$ cat src/ssio_rx_pkg.sv
// package ssio_rx_pkg: lane and word sizes, training word, fifo sizing, register and aligner enums
`default_nettype none

package ssio_rx_pkg;

    // link geometry
    localparam int lane_count = 4;
    localparam int byte_width = 8;
    localparam int word_width = lane_count * byte_width;

    // pattern each lane repeats until its receiver locks
    localparam logic [byte_width-1:0] train_word = 8'hb4;

    // receive word fifo
    localparam int fifo_depth = 8;
    localparam int fifo_level_width = 4;

    // wishbone word addresses
    typedef enum logic [1:0] {
        reg_status = 2'd0,
        reg_data   = 2'd1,
        reg_ctrl   = 2'd2
    } reg_addr_t;

    typedef enum logic [1:0] {
        st_search,
        st_locked,
        st_stream
    } align_state_t;

endpackage

`default_nettype wire
$ cat src/ssio_rx_top.sv
// module ssio_rx_top: differential ddr input, four lane aligners and the wishbone register slave
`timescale 1ns/1ps
`default_nettype none

module ssio_rx_top (
    input  logic                               input_clk_p,
    input  logic                               input_clk_n,
    input  logic [ssio_rx_pkg::lane_count-1:0] input_d_p,
    input  logic [ssio_rx_pkg::lane_count-1:0] input_d_n,
    input  logic                               rst,
    output logic                               output_clk,
    input  logic                               wb_cyc,
    input  logic                               wb_stb,
    input  logic                               wb_we,
    input  ssio_rx_pkg::reg_addr_t             wb_adr,
    input  logic [ssio_rx_pkg::word_width-1:0] wb_dat_w,
    output logic [ssio_rx_pkg::word_width-1:0] wb_dat_r,
    output logic                               wb_ack
);
    import ssio_rx_pkg::*;

    logic [lane_count-1:0] q1;
    logic [lane_count-1:0] q2;
    logic [byte_width-1:0] lane_byte [lane_count];
    logic [lane_count-1:0] byte_valid;
    logic [lane_count-1:0] locked;
    logic                  realign;

    ssio_ddr_in_diff ddr_in_diff_inst (
        .input_clk_p (input_clk_p),
        .input_clk_n (input_clk_n),
        .input_d_p   (input_d_p),
        .input_d_n   (input_d_n),
        .output_clk  (output_clk),
        .output_q1   (q1),
        .output_q2   (q2)
    );

    // one aligner per lane, all sharing the realign pulse
    for (genvar i = 0; i < lane_count; i++) begin : g_lane
        lane_aligner lane_aligner_inst (
            .clk        (output_clk),
            .rst        (rst),
            .realign    (realign),
            .q1         (q1[i]),
            .q2         (q2[i]),
            .lane_byte  (lane_byte[i]),
            .byte_valid (byte_valid[i]),
            .locked     (locked[i])
        );
    end

    rx_wb_regs rx_wb_regs_inst (
        .clk        (output_clk),
        .rst        (rst),
        .lane_byte  (lane_byte),
        .byte_valid (byte_valid),
        .locked     (locked),
        .realign    (realign),
        .wb_cyc     (wb_cyc),
        .wb_stb     (wb_stb),
        .wb_we      (wb_we),
        .wb_adr     (wb_adr),
        .wb_dat_w   (wb_dat_w),
        .wb_dat_r   (wb_dat_r),
        .wb_ack     (wb_ack)
    );

endmodule

`default_nettype wire

$ cat src/rx_wb_regs.sv
// module rx_wb_regs: lane byte collector, receive word fifo and wishbone classic register slave
`timescale 1ns/1ps
`default_nettype none

module rx_wb_regs (
    input  logic                               clk,
    input  logic                               rst,
    input  logic [ssio_rx_pkg::byte_width-1:0] lane_byte [ssio_rx_pkg::lane_count],
    input  logic [ssio_rx_pkg::lane_count-1:0] byte_valid,
    input  logic [ssio_rx_pkg::lane_count-1:0] locked,
    output logic                               realign,
    input  logic                               wb_cyc,
    input  logic                               wb_stb,
    input  logic                               wb_we,
    input  ssio_rx_pkg::reg_addr_t             wb_adr,
    input  logic [ssio_rx_pkg::word_width-1:0] wb_dat_w,
    output logic [ssio_rx_pkg::word_width-1:0] wb_dat_r,
    output logic                               wb_ack
);
    import ssio_rx_pkg::*;

    logic [byte_width-1:0]         hold_byte [lane_count];
    logic [lane_count-1:0]         hold_full;
    logic [word_width-1:0]         word_in;
    logic                          push;
    logic                          wr_en;
    logic [word_width-1:0]         fifo_mem [fifo_depth];
    logic [$clog2(fifo_depth)-1:0] wr_ptr;
    logic [$clog2(fifo_depth)-1:0] rd_ptr;
    logic [fifo_level_width-1:0]   level;
    logic                          fifo_full;
    logic                          fifo_empty;
    logic                          overflow;
    logic                          wb_req;
    logic                          pop;
    logic                          ctrl_clear;
    logic [word_width-1:0]         status_word;

    // a word leaves the holders once every lane has delivered
    assign push  = &hold_full;
    assign wr_en = push && !fifo_full;

    assign fifo_full  = (level == fifo_level_width'(fifo_depth));
    assign fifo_empty = (level == '0);

    // new request only while no ack is out
    assign wb_req     = wb_cyc && wb_stb && !wb_ack;
    assign pop        = wb_req && !wb_we && (wb_adr == reg_data) && !fifo_empty;
    assign ctrl_clear = wb_req && wb_we && (wb_adr == reg_ctrl) && wb_dat_w[0];

    always_comb begin
        for (int i = 0; i < lane_count; i++) begin
            word_in[i*byte_width +: byte_width] = hold_byte[i];
        end
    end

    always_comb begin
        status_word                          = '0;
        status_word[lane_count-1:0]          = locked;
        status_word[8]                       = overflow;
        status_word[16 +: fifo_level_width]  = level;
    end

    // per-lane holders, a lane refills in the cycle its word leaves
    always_ff @(posedge clk) begin
        if (rst || ctrl_clear) begin
            hold_full <= '0;
        end else if (push) begin
            hold_full <= byte_valid;
        end else begin
            hold_full <= hold_full | byte_valid;
        end
    end

    always_ff @(posedge clk) begin
        for (int i = 0; i < lane_count; i++) begin
            if (byte_valid[i] && (!hold_full[i] || push)) begin
                hold_byte[i] <= lane_byte[i];
            end
        end
    end

    always_ff @(posedge clk) begin
        if (wr_en) begin
            fifo_mem[wr_ptr] <= word_in;
        end
    end

    always_ff @(posedge clk) begin
        if (rst || ctrl_clear) begin
            wr_ptr   <= '0;
            rd_ptr   <= '0;
            level    <= '0;
            overflow <= 1'b0;
        end else begin
            if (wr_en) begin
                wr_ptr <= wr_ptr + 1'b1;
            end
            // sticky until the next control write
            if (push && fifo_full) begin
                overflow <= 1'b1;
            end
            if (pop) begin
                rd_ptr <= rd_ptr + 1'b1;
            end
            case ({wr_en, pop})
                2'b10:   level <= level + 1'b1;
                2'b01:   level <= level - 1'b1;
                default: level <= level;
            endcase
        end
    end

    // ack and realign both land one cycle after the request
    always_ff @(posedge clk) begin
        if (rst) begin
            wb_ack  <= 1'b0;
            realign <= 1'b0;
        end else begin
            wb_ack  <= wb_req;
            realign <= ctrl_clear;
        end
    end

    always_ff @(posedge clk) begin
        if (wb_req) begin
            case (wb_adr)
                reg_status: wb_dat_r <= status_word;
                reg_data:   wb_dat_r <= fifo_empty ? '0 : fifo_mem[rd_ptr];
                default:    wb_dat_r <= '0;
            endcase
        end
    end

endmodule

`default_nettype wire

$ cat src/lane_aligner.sv
// module lane_aligner: training word search, byte boundary lock and byte stream for one lane
`timescale 1ns/1ps
`default_nettype none

module lane_aligner (
    input  logic                               clk,
    input  logic                               rst,
    input  logic                               realign,
    input  logic                               q1,
    input  logic                               q2,
    output logic [ssio_rx_pkg::byte_width-1:0] lane_byte,
    output logic                               byte_valid,
    output logic                               locked
);
    import ssio_rx_pkg::*;

    // latest nine bits, oldest at the top
    logic [byte_width:0]   hist;
    logic [byte_width:0]   hist_next;
    logic [byte_width-1:0] win_q1;
    logic [byte_width-1:0] win_q2;
    logic [byte_width-1:0] cand;
    align_state_t          state;
    // set when the byte ends on the rising bit
    logic                  offset;
    logic [1:0]            phase;
    logic                  byte_due;

    // q1 arrives before q2 so it shifts in first
    assign hist_next = {hist[byte_width-2:0], q1, q2};
    assign win_q1    = hist_next[byte_width:1];
    assign win_q2    = hist_next[byte_width-1:0];
    assign cand      = offset ? win_q1 : win_q2;

    // four cycles carry eight bits
    assign byte_due = (phase == 2'd3);
    assign locked   = (state != st_search);

    always_ff @(posedge clk) begin
        hist <= hist_next;
    end

    always_ff @(posedge clk) begin
        if (rst) begin
            state      <= st_search;
            offset     <= 1'b0;
            phase      <= 2'd0;
            byte_valid <= 1'b0;
        end else if (realign) begin
            state      <= st_search;
            byte_valid <= 1'b0;
        end else begin
            byte_valid <= 1'b0;
            phase      <= phase + 2'd1;
            case (state)
                st_search: begin
                    if (win_q1 == train_word) begin
                        offset <= 1'b1;
                        phase  <= 2'd0;
                        state  <= st_locked;
                    end else if (win_q2 == train_word) begin
                        offset <= 1'b0;
                        phase  <= 2'd0;
                        state  <= st_locked;
                    end
                end
                st_locked: begin
                    // training bytes are swallowed until the first payload byte
                    if (byte_due && cand != train_word) begin
                        lane_byte  <= cand;
                        byte_valid <= 1'b1;
                        state      <= st_stream;
                    end
                end
                st_stream: begin
                    if (byte_due) begin
                        lane_byte  <= cand;
                        byte_valid <= 1'b1;
                    end
                end
                default: state <= st_search;
            endcase
        end
    end

endmodule

`default_nettype wire

$ cat src/ssio_ddr_in_diff.sv
// module ssio_ddr_in_diff: differential pair resolution in front of the ddr capture
`timescale 1ns/1ps
`default_nettype none

module ssio_ddr_in_diff (
    input  logic                               input_clk_p,
    input  logic                               input_clk_n,
    input  logic [ssio_rx_pkg::lane_count-1:0] input_d_p,
    input  logic [ssio_rx_pkg::lane_count-1:0] input_d_n,
    output logic                               output_clk,
    output logic [ssio_rx_pkg::lane_count-1:0] output_q1,
    output logic [ssio_rx_pkg::lane_count-1:0] output_q2
);
    import ssio_rx_pkg::*;

    logic                  input_clk;
    logic [lane_count-1:0] input_d;

    // p leg carries the value, equal legs mean a broken pair
    function automatic logic resolve_pair(input logic p, input logic n);
        return (p == n) ? 1'bx : p;
    endfunction

    // clock uses the p leg alone so a late n leg adds no edges
    assign input_clk = input_clk_p;

    for (genvar i = 0; i < lane_count; i++) begin : g_data_pair
        assign input_d[i] = resolve_pair(input_d_p[i], input_d_n[i]);
    end

    ssio_ddr_in ddr_in_inst (
        .input_clk  (input_clk),
        .input_d    (input_d),
        .output_clk (output_clk),
        .output_q1  (output_q1),
        .output_q2  (output_q2)
    );

endmodule

`default_nettype wire

$ cat src/ssio_ddr_in.sv
// module ssio_ddr_in: generic dual-edge capture with both samples presented on the rising edge
`timescale 1ns/1ps
`default_nettype none

module ssio_ddr_in (
    input  logic                               input_clk,
    input  logic [ssio_rx_pkg::lane_count-1:0] input_d,
    output logic                               output_clk,
    output logic [ssio_rx_pkg::lane_count-1:0] output_q1,
    output logic [ssio_rx_pkg::lane_count-1:0] output_q2
);
    import ssio_rx_pkg::*;

    // first bit of the pair
    logic [lane_count-1:0] d_rise;
    // second bit, held across the falling edge
    logic [lane_count-1:0] d_fall;

    // the receive path runs on the forwarded clock itself
    assign output_clk = input_clk;

    always_ff @(posedge input_clk) begin
        d_rise <= input_d;
    end

    always_ff @(negedge input_clk) begin
        d_fall <= input_d;
    end

    // realign the pair so q1 and q2 belong to the same period
    always_ff @(posedge input_clk) begin
        output_q1 <= d_rise;
        output_q2 <= d_fall;
    end

endmodule

`default_nettype wire

$ cat config.mk
export PLATFORM = sky130hd
export DESIGN_NAME = ssio_rx_top
export DESIGN_NICKNAME = d
export VERILOG_FILES = /design/src/ssio_rx_pkg.sv /design/src/ssio_rx_top.sv /design/src/rx_wb_regs.sv /design/src/lane_aligner.sv /design/src/ssio_ddr_in_diff.sv /design/src/ssio_ddr_in.sv
export SDC_FILE = /design/constraint.sdc
export NUM_CORES = 1
export LEC_CHECK = 0
export CORE_MARGIN = 4
export CORE_UTILIZATION = 38
export DETAILED_ROUTE_END_ITERATION = 8
export DONT_BUFFER_PORTS = 1
export GPL_ROUTABILITY_DRIVEN = 1
export PLACE_DENSITY = 0.53
export SETUP_SLACK_MARGIN = 0.15
export SYNTH_ARGS = -nofsm -noshare
export SYNTH_HDL_FRONTEND = slang
export SYNTH_SLANG_ARGS = --single-unit
$ cat constraint.sdc
create_clock -name input_clk_p -period 5.95 [get_ports input_clk_p]
set_clock_uncertainty 0.2 [all_clocks]
set_input_delay 0.595 -clock input_clk_p [delete_from_list [all_inputs] [get_ports input_clk_p]]
set_output_delay 0.595 -clock input_clk_p [all_outputs]
set_load 0.01 [all_outputs]
==> impl_metrics.env, run 1 <==
export IMPL_crit_start="input_clk_p"
export IMPL_r2r_start="ddr_in_diff_inst.ddr_in_inst.d_fall[2]"
export IMPL_final_hold_violation_count=0
export IMPL_grt_overflow=0
export IMPL_grt_max_degree=45
export IMPL_worstSetupEndpointType="output port"
export IMPL_gp_congestion=0.737
export IMPL_num_vias=7777
export IMPL_hpwlAfterDp_um=18500
export IMPL_critPathArrivalTime_ps=2980
export IMPL_grt_pass1_vias=8136
export IMPL_slew_headroom_pct=25.9
export IMPL_setup_violations=0
export IMPL_status="finished clean"
export IMPL_peakVddDrop_mv=0.201
export IMPL_clock_sinks=440
export IMPL_finalSetupTns_ps=0
export IMPL_io_pins=82
export IMPL_grt_pass1_wl_um=49700
export IMPL_synth_edff_count=352
export IMPL_cts_tree="built"
export IMPL_p_leak_uw=0.00603
export IMPL_syn2layout_area_growth_pct=15.1
export IMPL_yosysSeqAreaShare_pct=74.6
export IMPL_clk_insertion_delay_late_ps=590
export IMPL_ys_ff_latch=440
export IMPL_io_buffers=0
export IMPL_core_area_mm2=0.0431
export IMPL_clockRootBuffer="clkbuf_16"
export IMPL_start_kind="clock port"
export IMPL_min_delay_start="wb_adr[1]"
export IMPL_final_cell_mix="edfxtp_1, dfxtp_1, nor2_1, mux4_2, clkbuf_16"
export IMPL_antenna_found_initial=1
export IMPL_final_nets=1015
export IMPL_clk_pin_slew_ps=60
export IMPL_syn_area_per_cell_um2=18.3
export IMPL_maxSlewViolCount=0
export IMPL_drv_cap=0
export IMPL_wirelength_um=31900
export IMPL_fin_cells=1570
export IMPL_syn_cell_area_mm2=0.0165
export IMPL_synth_distinct_cells=61
export IMPL_tightest_slew_ps=1100
export IMPL_worstSetupPathType="clk -> out"
export IMPL_fill_cells=3711
export IMPL_cts_resized=0
export IMPL_cts_htree_levels=2
export IMPL_post_cts_buffers=0
export IMPL_dr_pass1_iters=4
export IMPL_numPlacedInstances=1471
export IMPL_dieArea_mm2=0.0469
export IMPL_yosys_warnings=0
export IMPL_drt_initial_drc_count=500
export IMPL_wire_per_inst_um=20.3
export IMPL_rsz0062_at_grt="no"
export IMPL_ctsLongestPathBuffers=3
export IMPL_diodes=0
export IMPL_drtAntennaViolNets=0
export IMPL_drive_above_1_share_pct=21.0
export IMPL_final_common_cell="edfxtp_1"
export IMPL_cts_buffers=49
export IMPL_powerDensity_mw_per_mm2=349
export IMPL_viasPerCell=4.95
export IMPL_synth_async_reset_ratio_pct=0
export IMPL_num_rows=76
export IMPL_die_h_um=217
export IMPL_hold_ws_ps=79.2
export IMPL_gr_usage_all_layers_pct=14.0
export IMPL_hold_path_class="in -> reg"
export IMPL_syn_inst=902
export IMPL_crit_fanout=2
export IMPL_required_ps=5160
export IMPL_drc_errors=0
export IMPL_die_w_um=217
export IMPL_yosys_most_used_dff="edfxtp_1"
export IMPL_synth_nets=971
export IMPL_start_util_pct=38.4
==> logic make-up (layout without fill, tap and decap cells) <==
kind of cell               Yosys count  in the layout  share of synthesized area (%)
AOI/OAI and AO/OA                   79             79                           3.32
buffers and inverters               56            139                           1.48
adders and majority gates           21             21                           1.59
xor gates and xnor gates             7              7                          0.371
muxes                              137            137                           13.4
DFF                                440            440                           74.6
and+or+nand+nor                    162            162                           5.23
==> stage by stage <==
stage | total power [uW] | utilization [%] | cell area (um2) | setup slack (ps)
after floorplan | 3620 | - | 16500 | 1060
final | 6650 | 44.1 | 19000 | 2180
after global routing | 6900 | 44.1 | 19000 | 2180
after global placement | 3670 | 40.2 | 17300 | 2080
after detailed placement | 3670 | 40.2 | 17300 | 2080
after CTS | 6730 | 44.1 | 19000 | 2180
==> final cells by class <==
| cell class | count | area (um2) | area share (%) |
|---|---|---|---|
| inverters | 20 | 75.1 | 0.395 |
| repair buffers | 25 | 215 | 1.13 |
| clock inverters | 30 | 278 | 1.46 |
| well taps | 585 | 732 | 3.85 |
| flip-flops and latches | 440 | 12300 | 64.9 |
| multi-input cells | 406 | 4000 | 21.0 |
| clock buffers | 64 | 1380 | 7.23 |
==> state kept, by name (all words and copies together) (netlist names), 3 cells and up, named ones only <==
| signal | cells |
|---|---|
| ddr_in_diff_inst.ddr_in_inst.d_rise | 4 |
| g_lane.lane_aligner_inst.phase | 8 |
| rx_wb_regs_inst.hold_byte | 32 |
| g_lane.lane_aligner_inst.state | 8 |
| ddr_in_diff_inst.ddr_in_inst.output_q1 | 4 |
| rx_wb_regs_inst.wb_dat_r | 32 |
| rx_wb_regs_inst.wr_ptr | 3 |
| rx_wb_regs_inst.fifo_mem | 256 |
| rx_wb_regs_inst.hold_full | 4 |
| rx_wb_regs_inst.rd_ptr | 3 |
| ddr_in_diff_inst.ddr_in_inst.d_fall | 4 |
| g_lane.lane_aligner_inst.offset | 4 |
| rx_wb_regs_inst.level | 4 |
| g_lane.lane_aligner_inst.byte_valid | 4 |
| g_lane.lane_aligner_inst.lane_byte | 32 |
| ddr_in_diff_inst.ddr_in_inst.output_q2 | 4 |
| g_lane.lane_aligner_inst.hist | 28 |
==> repair_timing <==
item | 4_1_cts | 5_1_grt
endpoints found under the hold margin | 30 | 0
hold buffers | 6 | 0
setup endpoints to repair | 0 | 0
==> Yosys cell counts (all sizes together), types with 3 or more instances <==
library cell / count / share of area, %
edfxtp: 352 / 64
dfxtp: 88 / 11
nor2: 68 / 1.5
mux4: 64 / 8.7
mux2i: 42 / 2.5
a21oi: 35 / 1.1
mux2: 31 / 2.1
nand2: 29 / 0.66
ha: 21 / 1.6
inv: 20 / 0.45
buf: 19 / 0.63
clkbuf: 16 / 0.37
o21ai: 10 / 0.30
nand2b: 8 / 0.39
a31oi: 7 / 0.45
nor3: 7 / 0.24
nand3b: 6 / 0.27
nand4: 5 / 0.19
nor2b: 5 / 0.19
xor2: 5 / 0.26
a21boi: 4 / 0.18
nand4bb: 4 / 0.27
nor3b: 4 / 0.18
nor4: 4 / 0.15
o22a: 4 / 0.21
or3: 4 / 0.15
a2111oi: 3 / 0.23
nand4b: 3 / 0.16
nor4b: 3 / 0.16
nor4bb: 3 / 0.18
or4: 3 / 0.18
==> final timing paths <==
path	slack, ps	endpoint	depth (start not counted)
max	2180	output_clk	0
min	80	rx_wb_regs_inst.realign	2
max reg2reg	2350	ddr_in_diff_inst.ddr_in_inst.output_q2[2]	0
min reg2reg	120	ddr_in_diff_inst.ddr_in_inst.output_q1[2]	0
==> layer usage <==
layer,part of all wire [%],global-route usage [%],routed length (um),vias to the layer above
li1,-,-,-,3650
met1,45,18.6,14300,3932
met2,48,22.9,15400,144
met3,4.5,2.73,1450,51
met4,2.5,5.31,805,0
met5,0,0,0,-
==> where the power goes <==
part	leakage [uW]	switching, uW	internal, uW	total (uW)
Clock	0.000826	1180	1860	3040
Sequential	0.00391	38.9	3330	3370
Combinational	0.00129	136	98.6	234
Note: power is estimated with default switching activity, not from simulation.
==> run 2, diff against run 1 <==
==> constraint.sdc (replaced) <==
create_clock -name input_clk_p -period 3.6 [get_ports input_clk_p]
set_clock_uncertainty 0.2 [all_clocks]
set_input_delay 0.36 -clock input_clk_p [delete_from_list [all_inputs] [get_ports input_clk_p]]
set_output_delay 0.36 -clock input_clk_p [all_outputs]
set_load 0.01 [all_outputs]
==> impl_metrics.env, run 2 (synthesis gave the netlist of run 1 again) <==
export IMPL_status="finished clean"
export IMPL_grt_pass1_wl_um=50000
export IMPL_start_util_pct=38.4
export IMPL_grt_met1_usage_pct=18.8
export IMPL_worstSetupEndpointType="flop"
export IMPL_drive_above_1_share_pct=21.5
export IMPL_cts_htree_levels=2
export IMPL_power_frac_seq_pct=52.6
export IMPL_fin_crit_ps=3130
export IMPL_power_switching_uw=2190
export IMPL_drt_initial_drc_count=422
export IMPL_fmax_ghz=0.320
export IMPL_drc_errors=0
export IMPL_cts_tree="built"
export IMPL_num_vias=7857
export IMPL_diodes=0
export IMPL_wire_per_inst_um=20.3
export IMPL_peakVddDrop_mv=0.334
export IMPL_gp_congestion=0.793
export IMPL_finalPower_uw=10600
export IMPL_drtAntennaViolNets=0
export IMPL_pre_cts_slack_ps=735
export IMPL_setup_violations=0
export IMPL_ctsLongestPathBuffers=3
export IMPL_maxSlewViolCount=0
export IMPL_gr_usage_all_layers_pct=14.0
export IMPL_clk_insertion_delay_late_ps=600
export IMPL_start_kind="flop"
export IMPL_final_hold_violation_count=0
export IMPL_dr_pass1_iters=5
export IMPL_clk_pin_slew_ps=60
export IMPL_drv_cap=0
export IMPL_core_area_mm2=0.0431
export IMPL_crit_fanout=6
export IMPL_grt_use_met2_pct=23.2
export IMPL_dieArea_mm2=0.0469
export IMPL_final_common_cell="edfxtp_1"
export IMPL_top_register="rx_wb_regs_inst.fifo_mem"
export IMPL_pwr_share_clk_pct=43.7
export IMPL_largest_reg_flops=256
export IMPL_hold_path_class="in -> reg"
export IMPL_clockRootBuffer="clkbuf_16"
export IMPL_slew_headroom_pct=39.9
export IMPL_use_met3_pct=3.38
export IMPL_tightest_slew_ps=899
export IMPL_clock_sinks=440
export IMPL_powerDensity_mw_per_mm2=556
export IMPL_hpwlAfterDp_um=18800
export IMPL_hold_ws_ps=38.8
export IMPL_syn2layout_area_growth_pct=15.4
export IMPL_cts_buffers=47
export IMPL_cts_resized=0
export IMPL_pwr_share_comb_pct=3.7
export IMPL_grt_pass1_vias=8305
export IMPL_wirelength_um=32000
export IMPL_viasPerCell=4.97
export IMPL_final_cell_mix="edfxtp_1, dfxtp_1, nor2_1, mux4_2, clkbuf_16"
export IMPL_required_ps=3910
export IMPL_grt_max_degree=34
export IMPL_antenna_found_initial=1
export IMPL_fin_ws_ps=475
export IMPL_rsz0062_at_grt="no"
export IMPL_die_w_um=217
export IMPL_final_nets=1030
export IMPL_final_util_pct=44.3
export IMPL_fin_crit_sh_pct=86.8
export IMPL_io_pins=82
export IMPL_worstSetupPathType="reg -> reg"
export IMPL_num_rows=76
export IMPL_internal_power_uw=8410
export IMPL_grt_overflow=0
export IMPL_p_leak_uw=0.00603
export IMPL_grt_busiest_layer="met2"
export IMPL_io_buffers=0
export IMPL_p_sw_share_pct=20.6
export IMPL_critPathArrivalTime_ps=3430
export IMPL_die_h_um=217
==> run 2: layer usage <==
layer | vias to the layer above | wire, um
met5 | - | 0
met1 | 3988 | 14100
met4 | 0 | 567
met2 | 150 | 15800
li1 | 3675 | -
met3 | 44 | 1550
==> run 2: cell type report <==
type	count	area (um2)
clock buffer	63	1290
clock inverter	25	211
fill	3728	24000
inverter	20	75.1
multi-input combinational	406	4010
sequential	440	12300
tap	585	732
timing repair buffer	42	405
==> run 2: per-stage QoR <==
| stage | cell area, um2 | setup TNS, ps | std cells |
|---|---|---|---|
| 2_1_floorplan | 16500 | -43530 | 902 |
| 3_3_place_gp | 17500 | 0 | 1483 |
| 3_5_place_dp | 17500 | 0 | 1483 |
| 4_1_cts | 19100 | 0 | 1581 |
| 5_1_grt | 19100 | 0 | 1581 |
| 6_report | 19100 | 0 | 1581 |
==> run 2: worst paths after layout <==
check                                         endpoint  slack (ps)                              startpoint  depth (start not counted)
min reg2reg  ddr_in_diff_inst.ddr_in_inst.output_q1[1]         130  ddr_in_diff_inst.ddr_in_inst.d_rise[1]                          0
max reg2reg                   rx_wb_regs_inst.level[2]         470                  rx_wb_regs_inst.wb_ack                         11
max                           rx_wb_regs_inst.level[2]         470                  rx_wb_regs_inst.wb_ack                         11
min                                               flop          40                               wb_adr[1]                          4
==> run 2: power groups by stage <==
stage	clock network (uW)	registers [uW]	logic (uW)
floorplan	31.5	5660	289
global placement	8.65	5680	375
detailed placement	8.65	5680	381
CTS	4790	5570	400
global route	5020	5580	444
finish	4630	5570	393
==> run 2: timing repair <==
action                    4_1_cts  5_1_grt
buffers inserted                0        0
hold endpoints to repair       43        0
hold buffers                   11        0
==> run 2: critical path, stage by stage, from the launching register on <==
cell,delay [ps]
dfxtp_1,340
nand3b_1,160
dlygate4sd3_1,560
buf_4,170
nor3_2,320
ha_1,340
xor2_1,100
ha_1,200
a21oi_1,150
xor2_1,90
or3_1,310
a21oi_1,130
